`config.mk`:
```
export PLATFORM = sky130hd
export DESIGN_NAME = geometry_scanner
export DESIGN_NICKNAME = d
export VERILOG_FILES = /design/src/hdl/geo_scan_pkg.sv /design/src/hdl/position_if.sv /design/src/hdl/track_probe_if.sv /design/src/hdl/head_positioner.sv /design/src/hdl/track_reader.sv /design/src/hdl/scan_sequencer.sv /design/src/hdl/geometry_scanner.sv
export SDC_FILE = /design/constraint.sdc
export NUM_CORES = 1
export LEC_CHECK = 0
export ABC_AREA = 1
export BUFFER_PORTS_ARGS = -buffer_cell sky130_fd_sc_hd__buf_2
export CAP_MARGIN = 10
export CORE_MARGIN = 2
export CORE_UTILIZATION = 30
export CTS_CLUSTER_DIAMETER = 40
export DETAILED_ROUTE_END_ITERATION = 8
export GPL_TIMING_DRIVEN = 0
export PLACE_DENSITY = 0.53
export SETUP_SLACK_MARGIN = 0.4
export SLEW_MARGIN = 20
export SYNTH_ARGS = -nofsm -noshare
export SYNTH_HDL_FRONTEND = slang
export SYNTH_HIERARCHICAL = 1
export SYNTH_SLANG_ARGS = --single-unit
```
`constraint.sdc`:
```
create_clock -name clk -period 3.38 [get_ports clk]
set_input_delay 0.169 -clock clk [delete_from_list [all_inputs] [get_ports clk]]
set_output_delay 0.169 -clock clk [all_outputs]
set_load 0.1 [all_outputs]
```
`src/hdl/geo_scan_pkg.sv`:
```
// Shared widths, types, stage codes and timing constants, imported by every scanner block
`default_nettype none

package geo_scan_pkg;

    // ----------------------------------------------------------------------
    // Value types
    // ----------------------------------------------------------------------
    typedef logic [15:0] cylinder_t;    // Cylinder number
    typedef logic [3:0]  head_t;        // Physical head number
    typedef logic [4:0]  head_count_t;  // 0..16 heads
    typedef logic [7:0]  sector_t;      // Sector number or sector count

    // Stage reported on scan_stage
    typedef enum logic [2:0] {
        STAGE_IDLE       = 3'd0,
        STAGE_HEAD_SCAN  = 3'd1,  // Probing heads on cylinder 0
        STAGE_SPT_SCAN   = 3'd2,  // Sector range on head 0
        STAGE_CYL_SEARCH = 3'd3,  // Binary search over seek targets
        STAGE_COMPLETE   = 3'd4,
        STAGE_ERROR      = 3'd5
    } scan_stage_e;

    // ----------------------------------------------------------------------
    // Search limits
    // ----------------------------------------------------------------------
    localparam int        MAX_HEADS     = 16;        // Heads probed on cylinder 0
    localparam cylinder_t MAX_CYLINDERS = 16'd4096;  // Exclusive top of the search

    // Timing, all in clk cycles
    localparam int SEEK_TIMEOUT_CYCLES  = 2048;  // Longest wait for seek_done
    localparam int SETTLE_CYCLES        = 16;    // Head settle after positioning
    localparam int TRACK_TIMEOUT_CYCLES = 8192;  // Track read ends here if index stops
    localparam int ROTATIONS_PER_READ   = 2;     // Index edges per track read

    // Counter widths
    localparam int POS_CNT_W   = $clog2(SEEK_TIMEOUT_CYCLES);  // Also covers settle
    localparam int TRACK_CNT_W = $clog2(TRACK_TIMEOUT_CYCLES);
    localparam int ROT_CNT_W   = $clog2(ROTATIONS_PER_READ + 1);

endpackage

`default_nettype wire

```
`src/hdl/position_if.sv`:
```
// Seek plus head select request and its result, passed from sequencer to positioner
`default_nettype none

interface position_if import geo_scan_pkg::*; ();

    logic      req;       // One-cycle pulse
    cylinder_t cylinder;  // Seek target
    head_t     head;      // Head to select
    logic      done;      // Exactly one pulse per req
    logic      error;     // Seek refused or timed out, valid with done

    modport sequencer (
        output req, cylinder, head,
        input  done, error
    );

    modport positioner (
        input  req, cylinder, head,
        output done, error
    );

endinterface

`default_nettype wire

```
`src/hdl/track_probe_if.sv`:
```
// Track read request and its header tallies, passed from sequencer to track reader
`default_nettype none

interface track_probe_if import geo_scan_pkg::*; ();

    logic      start;        // One-cycle pulse
    cylinder_t cylinder;     // Header cylinder to match
    head_t     head;         // Header head to match
    logic      done;         // Pulse at end of read

    // Tallies, valid with done and held until the next start
    sector_t   match_count;  // Saturates at 255
    sector_t   min_sector;
    sector_t   max_sector;

    modport sequencer (
        output start, cylinder, head,
        input  done, match_count, min_sector, max_sector
    );

    modport reader (
        input  start, cylinder, head,
        output done, match_count, min_sector, max_sector
    );

endinterface

`default_nettype wire

```
`src/hdl/head_positioner.sv`:
```
// Runs one seek and head select per request, then waits out the seek and the head settle
`default_nettype none

module head_positioner import geo_scan_pkg::*; (
    input  logic           clk,
    input  logic           reset,
    position_if.positioner pos,
    output logic           seek_start,
    output cylinder_t      seek_cylinder,
    output head_t          head_select,
    input  logic           seek_done,
    input  logic           seek_error
);

    typedef enum logic [1:0] {
        POS_IDLE,
        POS_SEEK,    // seek_start high here
        POS_WAIT,    // Waiting on the seek controller
        POS_SETTLE
    } pos_state_e;

    pos_state_e           state;
    logic [POS_CNT_W-1:0] count;  // Seek timeout, then settle delay

    assign seek_start = (state == POS_SEEK);  // Cycle after req

    always_ff @(posedge clk) begin
        if (reset) begin
            state         <= POS_IDLE;
            count         <= '0;
            seek_cylinder <= '0;
            head_select   <= '0;
            pos.done      <= 1'b0;
            pos.error     <= 1'b0;
        end else begin
            pos.done <= 1'b0;
            case (state)
                POS_IDLE: begin
                    if (pos.req) begin
                        seek_cylinder <= pos.cylinder;
                        head_select   <= pos.head;  // Head switches with the seek
                        state         <= POS_SEEK;
                    end
                end
                POS_SEEK: begin
                    count <= '0;
                    state <= POS_WAIT;
                end
                POS_WAIT: begin
                    count <= count + 1'b1;
                    if (seek_error || count == POS_CNT_W'(SEEK_TIMEOUT_CYCLES - 1)) begin
                        pos.done  <= 1'b1;  // Fail at once
                        pos.error <= 1'b1;
                        state     <= POS_IDLE;
                    end else if (seek_done) begin
                        count <= '0;
                        state <= POS_SETTLE;
                    end
                end
                POS_SETTLE: begin
                    count <= count + 1'b1;
                    if (count == POS_CNT_W'(SETTLE_CYCLES - 1)) begin
                        pos.done  <= 1'b1;
                        pos.error <= 1'b0;
                        state     <= POS_IDLE;
                    end
                end
                default: state <= POS_IDLE;
            endcase
        end
    end

    // A request arriving mid seek would be dropped
    assert property (@(posedge clk) disable iff (reset) pos.req |-> state == POS_IDLE)
        else $error("position request arrived while a seek is running");

endmodule

`default_nettype wire

```
`src/hdl/track_reader.sv`:
```
// Counts matching sector headers and their number range over two index rotations per read
`default_nettype none

module track_reader import geo_scan_pkg::*; (
    input  logic           clk,
    input  logic           reset,
    track_probe_if.reader  probe,
    input  logic           sector_header_valid,
    input  logic           sector_crc_ok,
    input  cylinder_t      sector_cylinder,
    input  head_t          sector_head,
    input  sector_t        sector_number,
    input  logic           index_pulse
);

    logic                   busy;        // Read in progress
    logic                   index_prev;
    logic                   index_edge;
    logic                   header_hit;  // Good header for this probe
    logic [ROT_CNT_W-1:0]   rotations;
    logic [TRACK_CNT_W-1:0] timer;       // Guards against a dead index

    assign index_edge = index_pulse && !index_prev;
    assign header_hit = sector_header_valid && sector_crc_ok
                        && sector_cylinder == probe.cylinder
                        && sector_head == probe.head;

    // ----------------------------------------------------------------------
    // Read control
    // ----------------------------------------------------------------------
    always_ff @(posedge clk) begin
        if (reset) begin
            busy       <= 1'b0;
            index_prev <= 1'b0;
            rotations  <= '0;
            timer      <= '0;
            probe.done <= 1'b0;
        end else begin
            index_prev <= index_pulse;  // Tracked while idle too
            probe.done <= 1'b0;
            if (probe.start) begin
                busy      <= 1'b1;
                rotations <= '0;
                timer     <= '0;
            end else if (busy) begin
                timer <= timer + 1'b1;
                if (index_edge)
                    rotations <= rotations + 1'b1;
                // Done lands the cycle after the last index edge
                if ((index_edge && rotations == ROT_CNT_W'(ROTATIONS_PER_READ - 1))
                    || timer == TRACK_CNT_W'(TRACK_TIMEOUT_CYCLES - 1)) begin
                    busy       <= 1'b0;
                    probe.done <= 1'b1;
                end
            end
        end
    end

    // ----------------------------------------------------------------------
    // Tallies, cleared by start and frozen between reads
    // ----------------------------------------------------------------------
    always_ff @(posedge clk) begin
        if (probe.start) begin
            probe.match_count <= '0;
            probe.min_sector  <= '1;  // Any sector number is lower
            probe.max_sector  <= '0;
        end else if (busy && header_hit) begin
            if (probe.match_count != '1)
                probe.match_count <= probe.match_count + 1'b1;
            if (sector_number < probe.min_sector)
                probe.min_sector <= sector_number;
            if (sector_number > probe.max_sector)
                probe.max_sector <= sector_number;
        end
    end

    // Sequencer keeps one read outstanding
    assert property (@(posedge clk) disable iff (reset) probe.start |-> !busy)
        else $error("track read started while one is running");

endmodule

`default_nettype wire

```
`src/hdl/scan_sequencer.sv`:
```
// Stage FSM for head scan, sectors-per-track scan and cylinder binary search, holds results
`default_nettype none

module scan_sequencer import geo_scan_pkg::*; (
    input  logic             clk,
    input  logic             reset,
    input  logic             scan_start,
    input  logic             scan_abort,
    input  logic             drive_ready,
    input  logic             drive_fault,
    position_if.sequencer    pos,
    track_probe_if.sequencer probe,
    output logic             scan_done,
    output logic             scan_busy,
    output scan_stage_e      scan_stage,
    output head_count_t      num_heads,
    output cylinder_t        num_cylinders,
    output sector_t          sectors_per_track,
    output logic             geometry_valid
);

    typedef enum logic [2:0] {
        SEQ_IDLE,
        SEQ_POS,        // Issue position request
        SEQ_POS_WAIT,
        SEQ_READ,       // Issue track read
        SEQ_READ_WAIT,  // Results used on done
        SEQ_STEP,       // Next binary search probe
        SEQ_FINISH
    } seq_state_e;

    seq_state_e  state;
    cylinder_t   probe_cyl;   // Target of current probe
    head_t       probe_head;
    cylinder_t   cyl_low;     // Highest cylinder known good
    cylinder_t   cyl_high;    // Lowest cylinder known bad
    logic        pos_open;    // Position request in flight
    logic        read_open;   // Track read in flight
    logic        head_found;
    head_count_t heads_next;

    assign pos.cylinder   = probe_cyl;
    assign pos.head       = probe_head;
    assign probe.cylinder = probe_cyl;
    assign probe.head     = probe_head;

    assign head_found = (probe.match_count != '0);
    assign heads_next = num_heads + head_count_t'(head_found);

    // ----------------------------------------------------------------------
    // Outstanding work, may outlive an aborted scan
    // ----------------------------------------------------------------------
    always_ff @(posedge clk) begin
        if (reset) begin
            pos_open  <= 1'b0;
            read_open <= 1'b0;
        end else begin
            if (pos.req)
                pos_open <= 1'b1;
            else if (pos.done)
                pos_open <= 1'b0;
            if (probe.start)
                read_open <= 1'b1;
            else if (probe.done)
                read_open <= 1'b0;
        end
    end

    // ----------------------------------------------------------------------
    // Stage FSM
    // ----------------------------------------------------------------------
    always_ff @(posedge clk) begin
        if (reset) begin
            state             <= SEQ_IDLE;
            scan_stage        <= STAGE_IDLE;
            scan_done         <= 1'b0;
            scan_busy         <= 1'b0;
            geometry_valid    <= 1'b0;
            pos.req           <= 1'b0;
            probe.start       <= 1'b0;
            probe_cyl         <= '0;
            probe_head        <= '0;
            cyl_low           <= '0;
            cyl_high          <= MAX_CYLINDERS;
            num_heads         <= '0;
            num_cylinders     <= '0;
            sectors_per_track <= '0;
        end else begin
            scan_done   <= 1'b0;
            pos.req     <= 1'b0;
            probe.start <= 1'b0;
            case (state)
                SEQ_IDLE: begin
                    if (scan_start && drive_ready && !drive_fault) begin
                        scan_busy      <= 1'b1;
                        geometry_valid <= 1'b0;
                        scan_stage     <= STAGE_HEAD_SCAN;
                        num_heads      <= '0;
                        probe_cyl      <= '0;  // Heads are probed on cylinder 0
                        probe_head     <= '0;
                        state          <= SEQ_POS;
                    end
                end
                SEQ_POS: begin
                    if (!pos_open) begin  // Drain a leftover from an abort
                        pos.req <= 1'b1;
                        state   <= SEQ_POS_WAIT;
                    end
                end
                SEQ_POS_WAIT: begin
                    if (pos.done) begin
                        if (!pos.error) begin
                            state <= SEQ_READ;
                        end else if (scan_stage == STAGE_CYL_SEARCH) begin
                            cyl_high <= probe_cyl;  // Past the last cylinder
                            state    <= SEQ_STEP;
                        end else begin
                            scan_stage <= STAGE_ERROR;
                            state      <= SEQ_FINISH;
                        end
                    end
                end
                SEQ_READ: begin
                    if (!read_open) begin
                        probe.start <= 1'b1;
                        state       <= SEQ_READ_WAIT;
                    end
                end
                SEQ_READ_WAIT: begin
                    if (probe.done) begin
                        state <= SEQ_POS;
                        case (scan_stage)
                            STAGE_HEAD_SCAN: begin
                                num_heads  <= heads_next;
                                probe_head <= probe_head + head_t'(1);  // Wraps to 0 for SPT
                                if (probe_head == head_t'(MAX_HEADS - 1)) begin
                                    if (heads_next == '0) begin
                                        scan_stage <= STAGE_ERROR;  // No head answered
                                        state      <= SEQ_FINISH;
                                    end else begin
                                        scan_stage <= STAGE_SPT_SCAN;
                                    end
                                end
                            end
                            STAGE_SPT_SCAN: begin
                                // 0-based numbering needs one more
                                sectors_per_track <= (probe.min_sector == '0)
                                                     ? probe.max_sector + sector_t'(1)
                                                     : probe.max_sector;
                                scan_stage <= STAGE_CYL_SEARCH;
                                cyl_low    <= '0;
                                cyl_high   <= MAX_CYLINDERS;
                                state      <= SEQ_STEP;
                            end
                            default: begin
                                if (head_found)
                                    cyl_low <= probe_cyl;
                                else
                                    cyl_high <= probe_cyl;
                                state <= SEQ_STEP;
                            end
                        endcase
                    end
                end
                SEQ_STEP: begin
                    if (cyl_high - cyl_low > cylinder_t'(1)) begin
                        probe_cyl <= (cyl_low + cyl_high) >> 1;  // Midpoint
                        state     <= SEQ_POS;
                    end else begin
                        num_cylinders  <= cyl_low + cylinder_t'(1);
                        geometry_valid <= 1'b1;
                        scan_stage     <= STAGE_COMPLETE;
                        state          <= SEQ_FINISH;
                    end
                end
                SEQ_FINISH: begin
                    scan_done <= 1'b1;  // Busy drops on the same edge
                    scan_busy <= 1'b0;
                    state     <= SEQ_IDLE;
                end
                default: state <= SEQ_IDLE;
            endcase

            // Abort wins over any step in progress
            if (scan_abort && scan_busy && state != SEQ_FINISH) begin
                scan_stage     <= STAGE_IDLE;
                geometry_valid <= 1'b0;
                state          <= SEQ_FINISH;
            end
        end
    end

    // Positioner answers only a request that is still open
    assert property (@(posedge clk) disable iff (reset) pos.done |-> pos_open)
        else $error("position done without an open request");

endmodule

`default_nettype wire

```
`src/hdl/geometry_scanner.sv`:
```
// Drive geometry scanner top, ties the sequencer to the positioner and the track reader
`default_nettype none

module geometry_scanner import geo_scan_pkg::*; (
    input  logic        clk,
    input  logic        reset,

    // Host control
    input  logic        scan_start,
    input  logic        scan_abort,
    output logic        scan_done,
    output logic        scan_busy,
    output scan_stage_e scan_stage,

    // Seek controller and head select
    output logic        seek_start,
    output cylinder_t   seek_cylinder,
    input  logic        seek_done,
    input  logic        seek_error,
    output head_t       head_select,

    // Decoded header stream
    input  logic        sector_header_valid,
    input  cylinder_t   sector_cylinder,
    input  head_t       sector_head,
    input  sector_t     sector_number,
    input  logic        sector_crc_ok,
    input  logic        index_pulse,

    // Drive status
    input  logic        drive_ready,
    input  logic        drive_fault,

    // Results
    output head_count_t num_heads,
    output cylinder_t   num_cylinders,
    output sector_t     sectors_per_track,
    output logic        geometry_valid
);

    position_if    pos_bus ();
    track_probe_if probe_bus ();

    scan_sequencer i_sequencer (
        .clk, .reset, .scan_start, .scan_abort, .drive_ready, .drive_fault,
        .pos   (pos_bus.sequencer),
        .probe (probe_bus.sequencer),
        .scan_done, .scan_busy, .scan_stage,
        .num_heads, .num_cylinders, .sectors_per_track, .geometry_valid
    );

    head_positioner i_positioner (
        .clk, .reset,
        .pos (pos_bus.positioner),
        .seek_start, .seek_cylinder, .head_select, .seek_done, .seek_error
    );

    track_reader i_reader (
        .clk, .reset,
        .probe (probe_bus.reader),
        .sector_header_valid, .sector_crc_ok, .sector_cylinder, .sector_head,
        .sector_number, .index_pulse
    );

endmodule

`default_nettype wire

```
==> out/results.txt, run 1 <==
cells on worst reg2reg path -> 17
Final nets -> 1741
Netlist cell types -> 51
gr busiest metal -> met2
#FFs+latches synth -> 168
most common cell after layout, fill and taps aside -> nand2_1
MaxCap Viol Count -> 0
syn_area_per_cell -> 6.723 um^2
worst hold margin -> 0.01486 ns
H-tree depth -> 4
CP endpoint -> i_sequencer/state[2]$_SDFFE_PP0P_
Syn Std Cell Area -> 0.01025 mm^2
grt met2 use -> 30.90%
required time of the critical path -> 3.74 ns
maximum vdd drop -> 0.0003563 V
Leakage -> 5.785 nW
met1 Usage GRT -> 20.62%
clock sinks -> 168
chip height -> 188.9 um
num ports -> 95
Detailed Route Iter0 Violations -> 702
synth warn -> 6
Placer Congestion -> 0.9228
Routed WL -> 30910 um
most numerous cell on the critical path -> nand2_1
Crit Path Class -> reg2reg
Reg2Reg Setup Slack -> 0.61 ns
dpl hpwl -> 24160 um
CTS tree -> built
Die Area -> 0.03567 mm^2
root buf cell -> clkbuf_16
Rows -> 67
Worst-Skew Late Latency -> 0.43 ns
Max Transition Viols Final -> 0
PortBufs -> 94
Core Region -> 0.03362 mm^2
Setup TNS -> 0 ns
slowest stage delay, CP -> 0.48 ns
CP endpoint kind -> flop
Worst Hold Class -> in2reg
predominant post-synthesis flop cell -> dfxtp_1
Pre-antenna DRT Iters -> 7
outcome -> finished clean
largest net degree at the start of global routing -> 17
Tightest Pin Transition -> 0.7927 ns
area leader, netlist -> dfxtp_1
Post-Synthesis Cells -> 1525
Detail Route Antenna Nets -> 0
Worst Min Path Start -> reset
FF-to-FF End -> i_sequencer/state[2]$_SDFFE_PP0P_
met3 usage -> 3.392%
Routed wire per std cell -> 14.67 um
crit path launch -> i_sequencer/cyl_low[11]$_SDFFE_PP0P_
Worst Skew -> 0.01155 ns
PwrDens -> 524.6 mW/mm^2
vias in the first global route -> 9286
Max-slew headroom -> 46.86%
Critical-path top delay cell -> ha_1
number of flops mapped to enable cells by yosys -> 0
Synth area leaders -> dfxtp_1 33%, nand2_1 12%, inv_1 7.5%
most frequent cells in the layout -> 329 x nand2_1, 203 x inv_1, 181 x nor2_1, 164 x dfxtp_1, 116 x a21oi_1
vias post-DR -> 9923
Final period util -> 81.92%
layout cells sized above 1 -> 14.84%
total global-route track usage -> 17.29%
Max FO, Critical Path -> 6
RSZ-0062 raised after global routing -> no
clk slew on worst S/H paths -> 0.07 ns
final setup vio count -> 0
die width -> 188.9 um
sequential element share of the synthesized area -> 32.80%
initial core utilization -> 30.50%
Max Fclk -> 0.3611 GHz
crit-path cells -> inv_1 -> ha_1 -> nand2_1 -> nor3_2 -> and2_1 -> nand2_1 -> nand2_1 -> nand2_1 -> nand2_1 -> nand2_1 -> nor2_2 -> nand2_4 -> nor2_4 -> buf_8 -> buf_6 -> o21ai_0 -> a21oi_1
Tmin final -> 2.769 ns
post-synth top area share -> 32.80%
filler cell count -> 3667
Crit Reg-Reg Startpoint -> i_sequencer/cyl_low[11]$_SDFFE_PP0P_
WP data arrival -> 3.13 ns
CP Launch Type -> flop
initial antenna violation count -> 3
vias per cell -> 4.710
TritonCTS Buffers -> 17
Async SR Flop Fraction -> 0%
area delta synth->final -> 17.54%
first-pass GRT wire length -> 48890 um
Final Hold Vio Count -> 0
Final Power -> 6.322 mW
grt ovf -> 0
DRC viols -> 0
deepest clock path buffer count -> 2
## cell type report
| type | instances | area (um^2) | area share [%] |
|---|---|---|---|
| Multi-Input combinational cell | 1080 | 5794 | 48.08 |
| Antenna cell | 1 | 2.502 | 0.02077 |
| Buffer | 64 | 386.6 | 3.208 |
| Inverter | 214 | 803.3 | 6.666 |
| Timing Repair Buffer | 101 | 529.3 | 4.392 |
| Clock inverter | 11 | 146.4 | 1.215 |
| Sequential cell | 168 | 3371 | 27.97 |
| Clock buffer | 20 | 456.7 | 3.790 |
| Tap cell | 448 | 560.5 | 4.652 |
## per-stage QoR
step	setup WS, ns	instances	cell area (um^2)	utilization, %
2_1_floorplan	0.9390	1526	10260	-
3_3_place_gp	0.3090	2068	11290	33.58
3_5_place_dp	0.2862	2068	11290	33.58
4_1_cts	0.4427	2100	11910	35.42
5_1_grt	0.3991	2106	12050	35.84
6_report	0.6110	2107	12050	35.85
## flip-flops by register name, summed over array words and instances, names as in the netlist, 2 cells and up
signal,count
i_positioner/count,11
i_reader/probe.match_count,8
i_sequencer/sectors_per_track,8
i_reader/probe.max_sector,8
i_sequencer/scan_stage,3
i_positioner/seek_cylinder,16
i_sequencer/num_cylinders,16
i_sequencer/cyl_low,15
i_reader/probe.min_sector,8
i_sequencer/cyl_high,15
i_positioner/state,2
i_sequencer/num_heads,5
i_reader/timer,13
i_sequencer/pos.head,4
i_reader/rotations,2
i_positioner/head_select,4
i_sequencer/state,3
i_sequencer/pos.cylinder,15
## worst min path at each step
stage,end,slack [ns],depth (start not counted)
5_1_grt,i_reader/index_prev$_SDFF_PP0_,0.02,2
4_1_cts,i_reader/busy$_SDFF_PP0_,0.006,2
6_report,i_reader/busy$_SDFF_PP0_,0.01,2
2_1_floorplan,i_reader/busy$_SDFF_PP0_,0.24,1
3_5_place_dp,i_reader/index_prev$_SDFF_PP0_,0.41,3
3_3_place_gp,i_reader/index_prev$_SDFF_PP0_,0.40,3
## layer usage
metal  up-vias  part of all wire (%)
met5         -                 0.097
met2       169                    50
li1       5164                     -
met3        39                   3.6
met4         4                   2.6
met1      4547                    44
## kinds of logic after synthesis
kind of cell | Yosys count | synth area share, %
buffers and inverters | 278 | 11.47
and+or+nand+nor | 737 | 31.65
AOI/OAI and AO/OA | 241 | 13.30
adders and majority gates | 56 | 6.981
DFF | 168 | 32.80
other | 1 | 0.03658
xor gates and xnor gates | 44 | 3.759
## Yosys cell counts (4+ instances only)
library cell	instances
inv_2	8
nand3_1	113
o211a_1	4
xor2_1	32
nor2_1	183
nand2_2	10
clkbuf_1	20
a31oi_1	6
xnor2_1	12
or2_2	4
nor2_2	7
a211oi_1	25
nor3_1	20
o21ai_0	67
buf_2	13
nor2_4	4
ha_1	54
inv_1	204
nand2_4	5
buf_4	25
a21oi_1	118
dfxtp_1	168
nand4_1	39
nand2_1	332
a21oi_2	4
## repair_timing
item,CTS,global route
pin swaps,0,3
endpoints found under the setup margin,5,32
resized for setup,5,35
setup buffers,0,6
gates cloned,0,0
hold buffers,1,0
hold endpoints to repair,1,0
## report_power, final
part / internal (mW) / switching, mW
logic: 0.556 / 1.52
registers: 2.10 / 0.114
clock network: 1.20 / 0.827
## critical path, delay by kind of cell, from the launching register on
| family | cells | cell delay [ns] |
|---|---|---|
| DFF | 1 | 0.43 |
| buffers and inverters | 3 | 0.38 |
| AOI/OAI and AO/OA | 2 | 0.23 |
| and+or+nand+nor | 11 | 1.15 |
| adders and majority gates | 1 | 0.48 |
Power figures use the tool's default switching activity.
==> run 2: changes to the inputs <==
Settings changed: ABC_AREA 1 to 0, PLACE_DENSITY 0.53 to 0.55.
Clock period 3.38 ns to 2.35 ns, I/O delays scaled along.
==> run 2 against run 1 <==
Against the previous run: the flow now finishes with violations (setup timing); register-to-register slack got worse by 1.7 ns; synthesized cell count decreased by 19%; setup slack got worse by 1.7 ns; power is 5.0% higher; flip-flop and latch count unchanged; sequential share of layout area is 2.2 points lower; wire length grew 6.3%; first-iteration DRC count is 6.6% lower; largest power group is now the clock network; sequential power grew 30%.
==> out/results.txt, run 2 <==
worst hold stages -> 3
chip height -> 185.6 um
Detailed Route Iter0 Violations -> 656
vias post-DR -> 9573
final worst slack -> -1.117 ns
Worst Min Path Start -> seek_error
grt ovf -> 0
Final Power -> 6.636 mW
Pre-antenna DRT Iters -> 7
CP Launch Type -> flop
initial core utilization -> 30.42%
Crit Reg-Reg Startpoint -> i_sequencer/cyl_low[0]$_SDFFE_PP0P_
worst hold margin -> 0.06259 ns
Placer Congestion -> 0.8901
crit path launch -> i_sequencer/cyl_low[0]$_SDFFE_PP0P_
Final period util -> 147.5%
DRC viols -> 0
most frequent cells after synthesis -> 168 x dfxtp_1, 132 x nand2_1, 125 x a21oi_1
Worst Hold Class -> in2reg
predominant post-synthesis flop cell -> dfxtp_1
PwrDens -> 492.9 mW/mm^2
PortBufs -> 94
FF-to-FF End -> i_sequencer/pos.cylinder[11]$_SDFFE_PP0P_
Routed WL -> 32860 um
Leakage -> 5.301 nW
post-route insts no fill -> 1869
Final Hold Vio Count -> 0
clk slew on worst S/H paths -> 0.07 ns
Die Area -> 0.03446 mm^2
Routed wire per std cell -> 17.58 um
fin util -> 41.38%
area leader, netlist -> dfxtp_1
Top Registers -> i_positioner/seek_cylinder (16), i_sequencer/num_cylinders (16)
Max FO, Critical Path -> 7
cells on worst reg2reg path -> 13
sequential element share of the synthesized area -> 33.98%
Crit Path Class -> reg2reg
synth warn -> 6
Worst Skew -> 0.01007 ns
Netlist cell types -> 83
Post-Synthesis Cells -> 1234
required time of the critical path -> 2.66 ns
Final nets -> 1509
filler cell count -> 3264
num ports -> 95
RSZ-0062 raised after global routing -> yes
largest net degree at the start of global routing -> 18
CP endpoint kind -> flop
vias per cell -> 5.122
syn_area_per_cell -> 8.021 um^2
WP data arrival -> 3.78 ns
violated checks -> setup timing
Worst Hold End -> i_positioner/pos.error$_SDFFE_PP0P_
Reg2Reg Setup Slack -> -1.12 ns
Tmin final -> 3.467 ns
Antenna diodes -> 0
vias in the first global route -> 8986
total global-route track usage -> 18.55%
layout cells sized above 1 -> 32.03%
MaxCap Viol Count -> 0
post-synth top area share -> 33.98%
Syn Std Cell Area -> 0.009898 mm^2
area of the multi-input gates -> 0.006872 mm^2
Worst-Skew Late Latency -> 0.44 ns
TritonCTS Buffers -> 17
Tightest Pin Transition -> 1.123 ns
outcome -> finished with violations
maximum vdd drop -> 0.0004019 V
Detail Route Antenna Nets -> 0
sequential cell area -> 0.003470 mm^2
area delta synth->final -> 36.01%
root buf cell -> clkbuf_16
H-tree depth -> 4
final setup vio count -> 38
Core Region -> 0.03254 mm^2
clock sinks -> 168
first-pass GRT wire length -> 49470 um
deepest clock path buffer count -> 2
most frequent cells in the layout -> 125 x dfxtp_1, 117 x nand2_1, 109 x nor2_1, 97 x buf_2, 94 x a21oi_1
Max Fclk -> 0.2884 GHz
Max Transition Viols Final -> 0
CTS tree -> built
Max-slew headroom -> 25.14%
most common cell after layout, fill and taps aside -> dfxtp_1
dpl hpwl -> 23660 um
initial antenna violation count -> 0
number of flops mapped to enable cells by yosys -> 0
count leader, synth -> dfxtp_1
Async SR Flop Fraction -> 0%
Synth area leaders -> dfxtp_1 34%, ha_1 6.8%, a21oi_1 6.3%
die width -> 185.6 um
Rows -> 66
placed cells -> 1771
#FFs+latches synth -> 168
==> run 2: how the worst max path moves through the flow <==
stage | slack, ns | end | cells after the start
6_report | -1.12 | i_sequencer/pos.cylinder[11]$_SDFFE_PP0P_ | 13
5_1_grt | -1.22 | i_sequencer/pos.cylinder[11]$_SDFFE_PP0P_ | 14
4_1_cts | -1.15 | i_sequencer/num_cylinders[13]$_SDFFE_PP0P_ | 14
3_5_place_dp | -1.55 | i_sequencer/num_cylinders[8]$_SDFFE_PP0P_ | 13
3_3_place_gp | -1.53 | i_sequencer/num_cylinders[8]$_SDFFE_PP0P_ | 13
2_1_floorplan | -0.81 | i_sequencer/num_cylinders[13]$_SDFFE_PP0P_ | 14
==> run 2: worst max-delay path, stage by stage (launching register included) <==
cell and delay (ns):
dfxtp_2 0.38, ha_4 0.18, fa_2 0.37, nand2b_4 0.16, a211o_1 0.31, a2111oi_4 0.43
nor4b_2 0.11, mux2i_1 0.19, o211ai_1 0.14, or4_4 0.51, buf_12 0.17, clkbuf_16 0.16
nand4_1 0.12, o41ai_2 0.10
==> run 2: power breakdown <==
group          leakage, nW  switching, mW  internal (mW)  total [mW]
Combinational         3.63          0.552          0.296       0.848
Sequential            1.38         0.0251           2.85        2.88
Clock                0.295           1.33           1.58        2.91
==> run 2: layout make-up <==
| class | count | share of cell area (%) |
|---|---|---|
| clock buffer | 19 | 3.374 |
| timing repair buffer | 160 | 8.216 |
| clock inverter | 13 | 1.106 |
| multi-input combinational | 921 | 51.04 |
| buffer | 83 | 4.628 |
| inverter | 63 | 1.757 |
| tap | 442 | 4.108 |
| sequential | 168 | 25.77 |
==> run 2: repair_timing <==
| item | in CTS | in global routing |
|---|---|---|
| hold endpoints to repair | 14 | 0 |
| pin swaps | 57 | 54 |
| hold buffers | 12 | 0 |
| setup endpoints to repair | 109 | 98 |
| resized for setup | 143 | 132 |
| buffers inserted | 38 | 10 |
| gates cloned | 3 | 3 |
==> run 2: logic make-up after synthesis <==
kind of cell	count (synthesis)	share of synthesized area (%)
DFF	168	33.98
buffers and inverters	146	6.687
AOI/OAI and AO/OA	273	17.89
xor gates and xnor gates	73	6.459
other	1	0.03789
muxes	23	2.427
and+or+nand+nor	494	25.29
adders and majority gates	56	7.230
==> run 2: layer usage <==
| metal | up-vias | routed length [um] | global-route usage [%] |
|---|---|---|---|
| met2 | 231 | 15800 | 31.30 |
| met1 | 4570 | 15010 | 23.93 |
| met5 | - | 0 | 0 |
| met3 | 51 | 1312 | 3.404 |
| li1 | 4721 | - | - |
| met4 | 0 | 739 | 5.858 |
==> run 2: through the flow <==
step                setup TNS (ns)  setup slack (ns)  cell area, um^2
CTS                         -40.73            -1.152            12870
finish                      -39.26            -1.117            13460
detailed placement          -58.31            -1.548            11160
global route                -43.53            -1.222            13460
global placement            -56.10            -1.527            11150
floorplan                   -26.94           -0.8135            10130
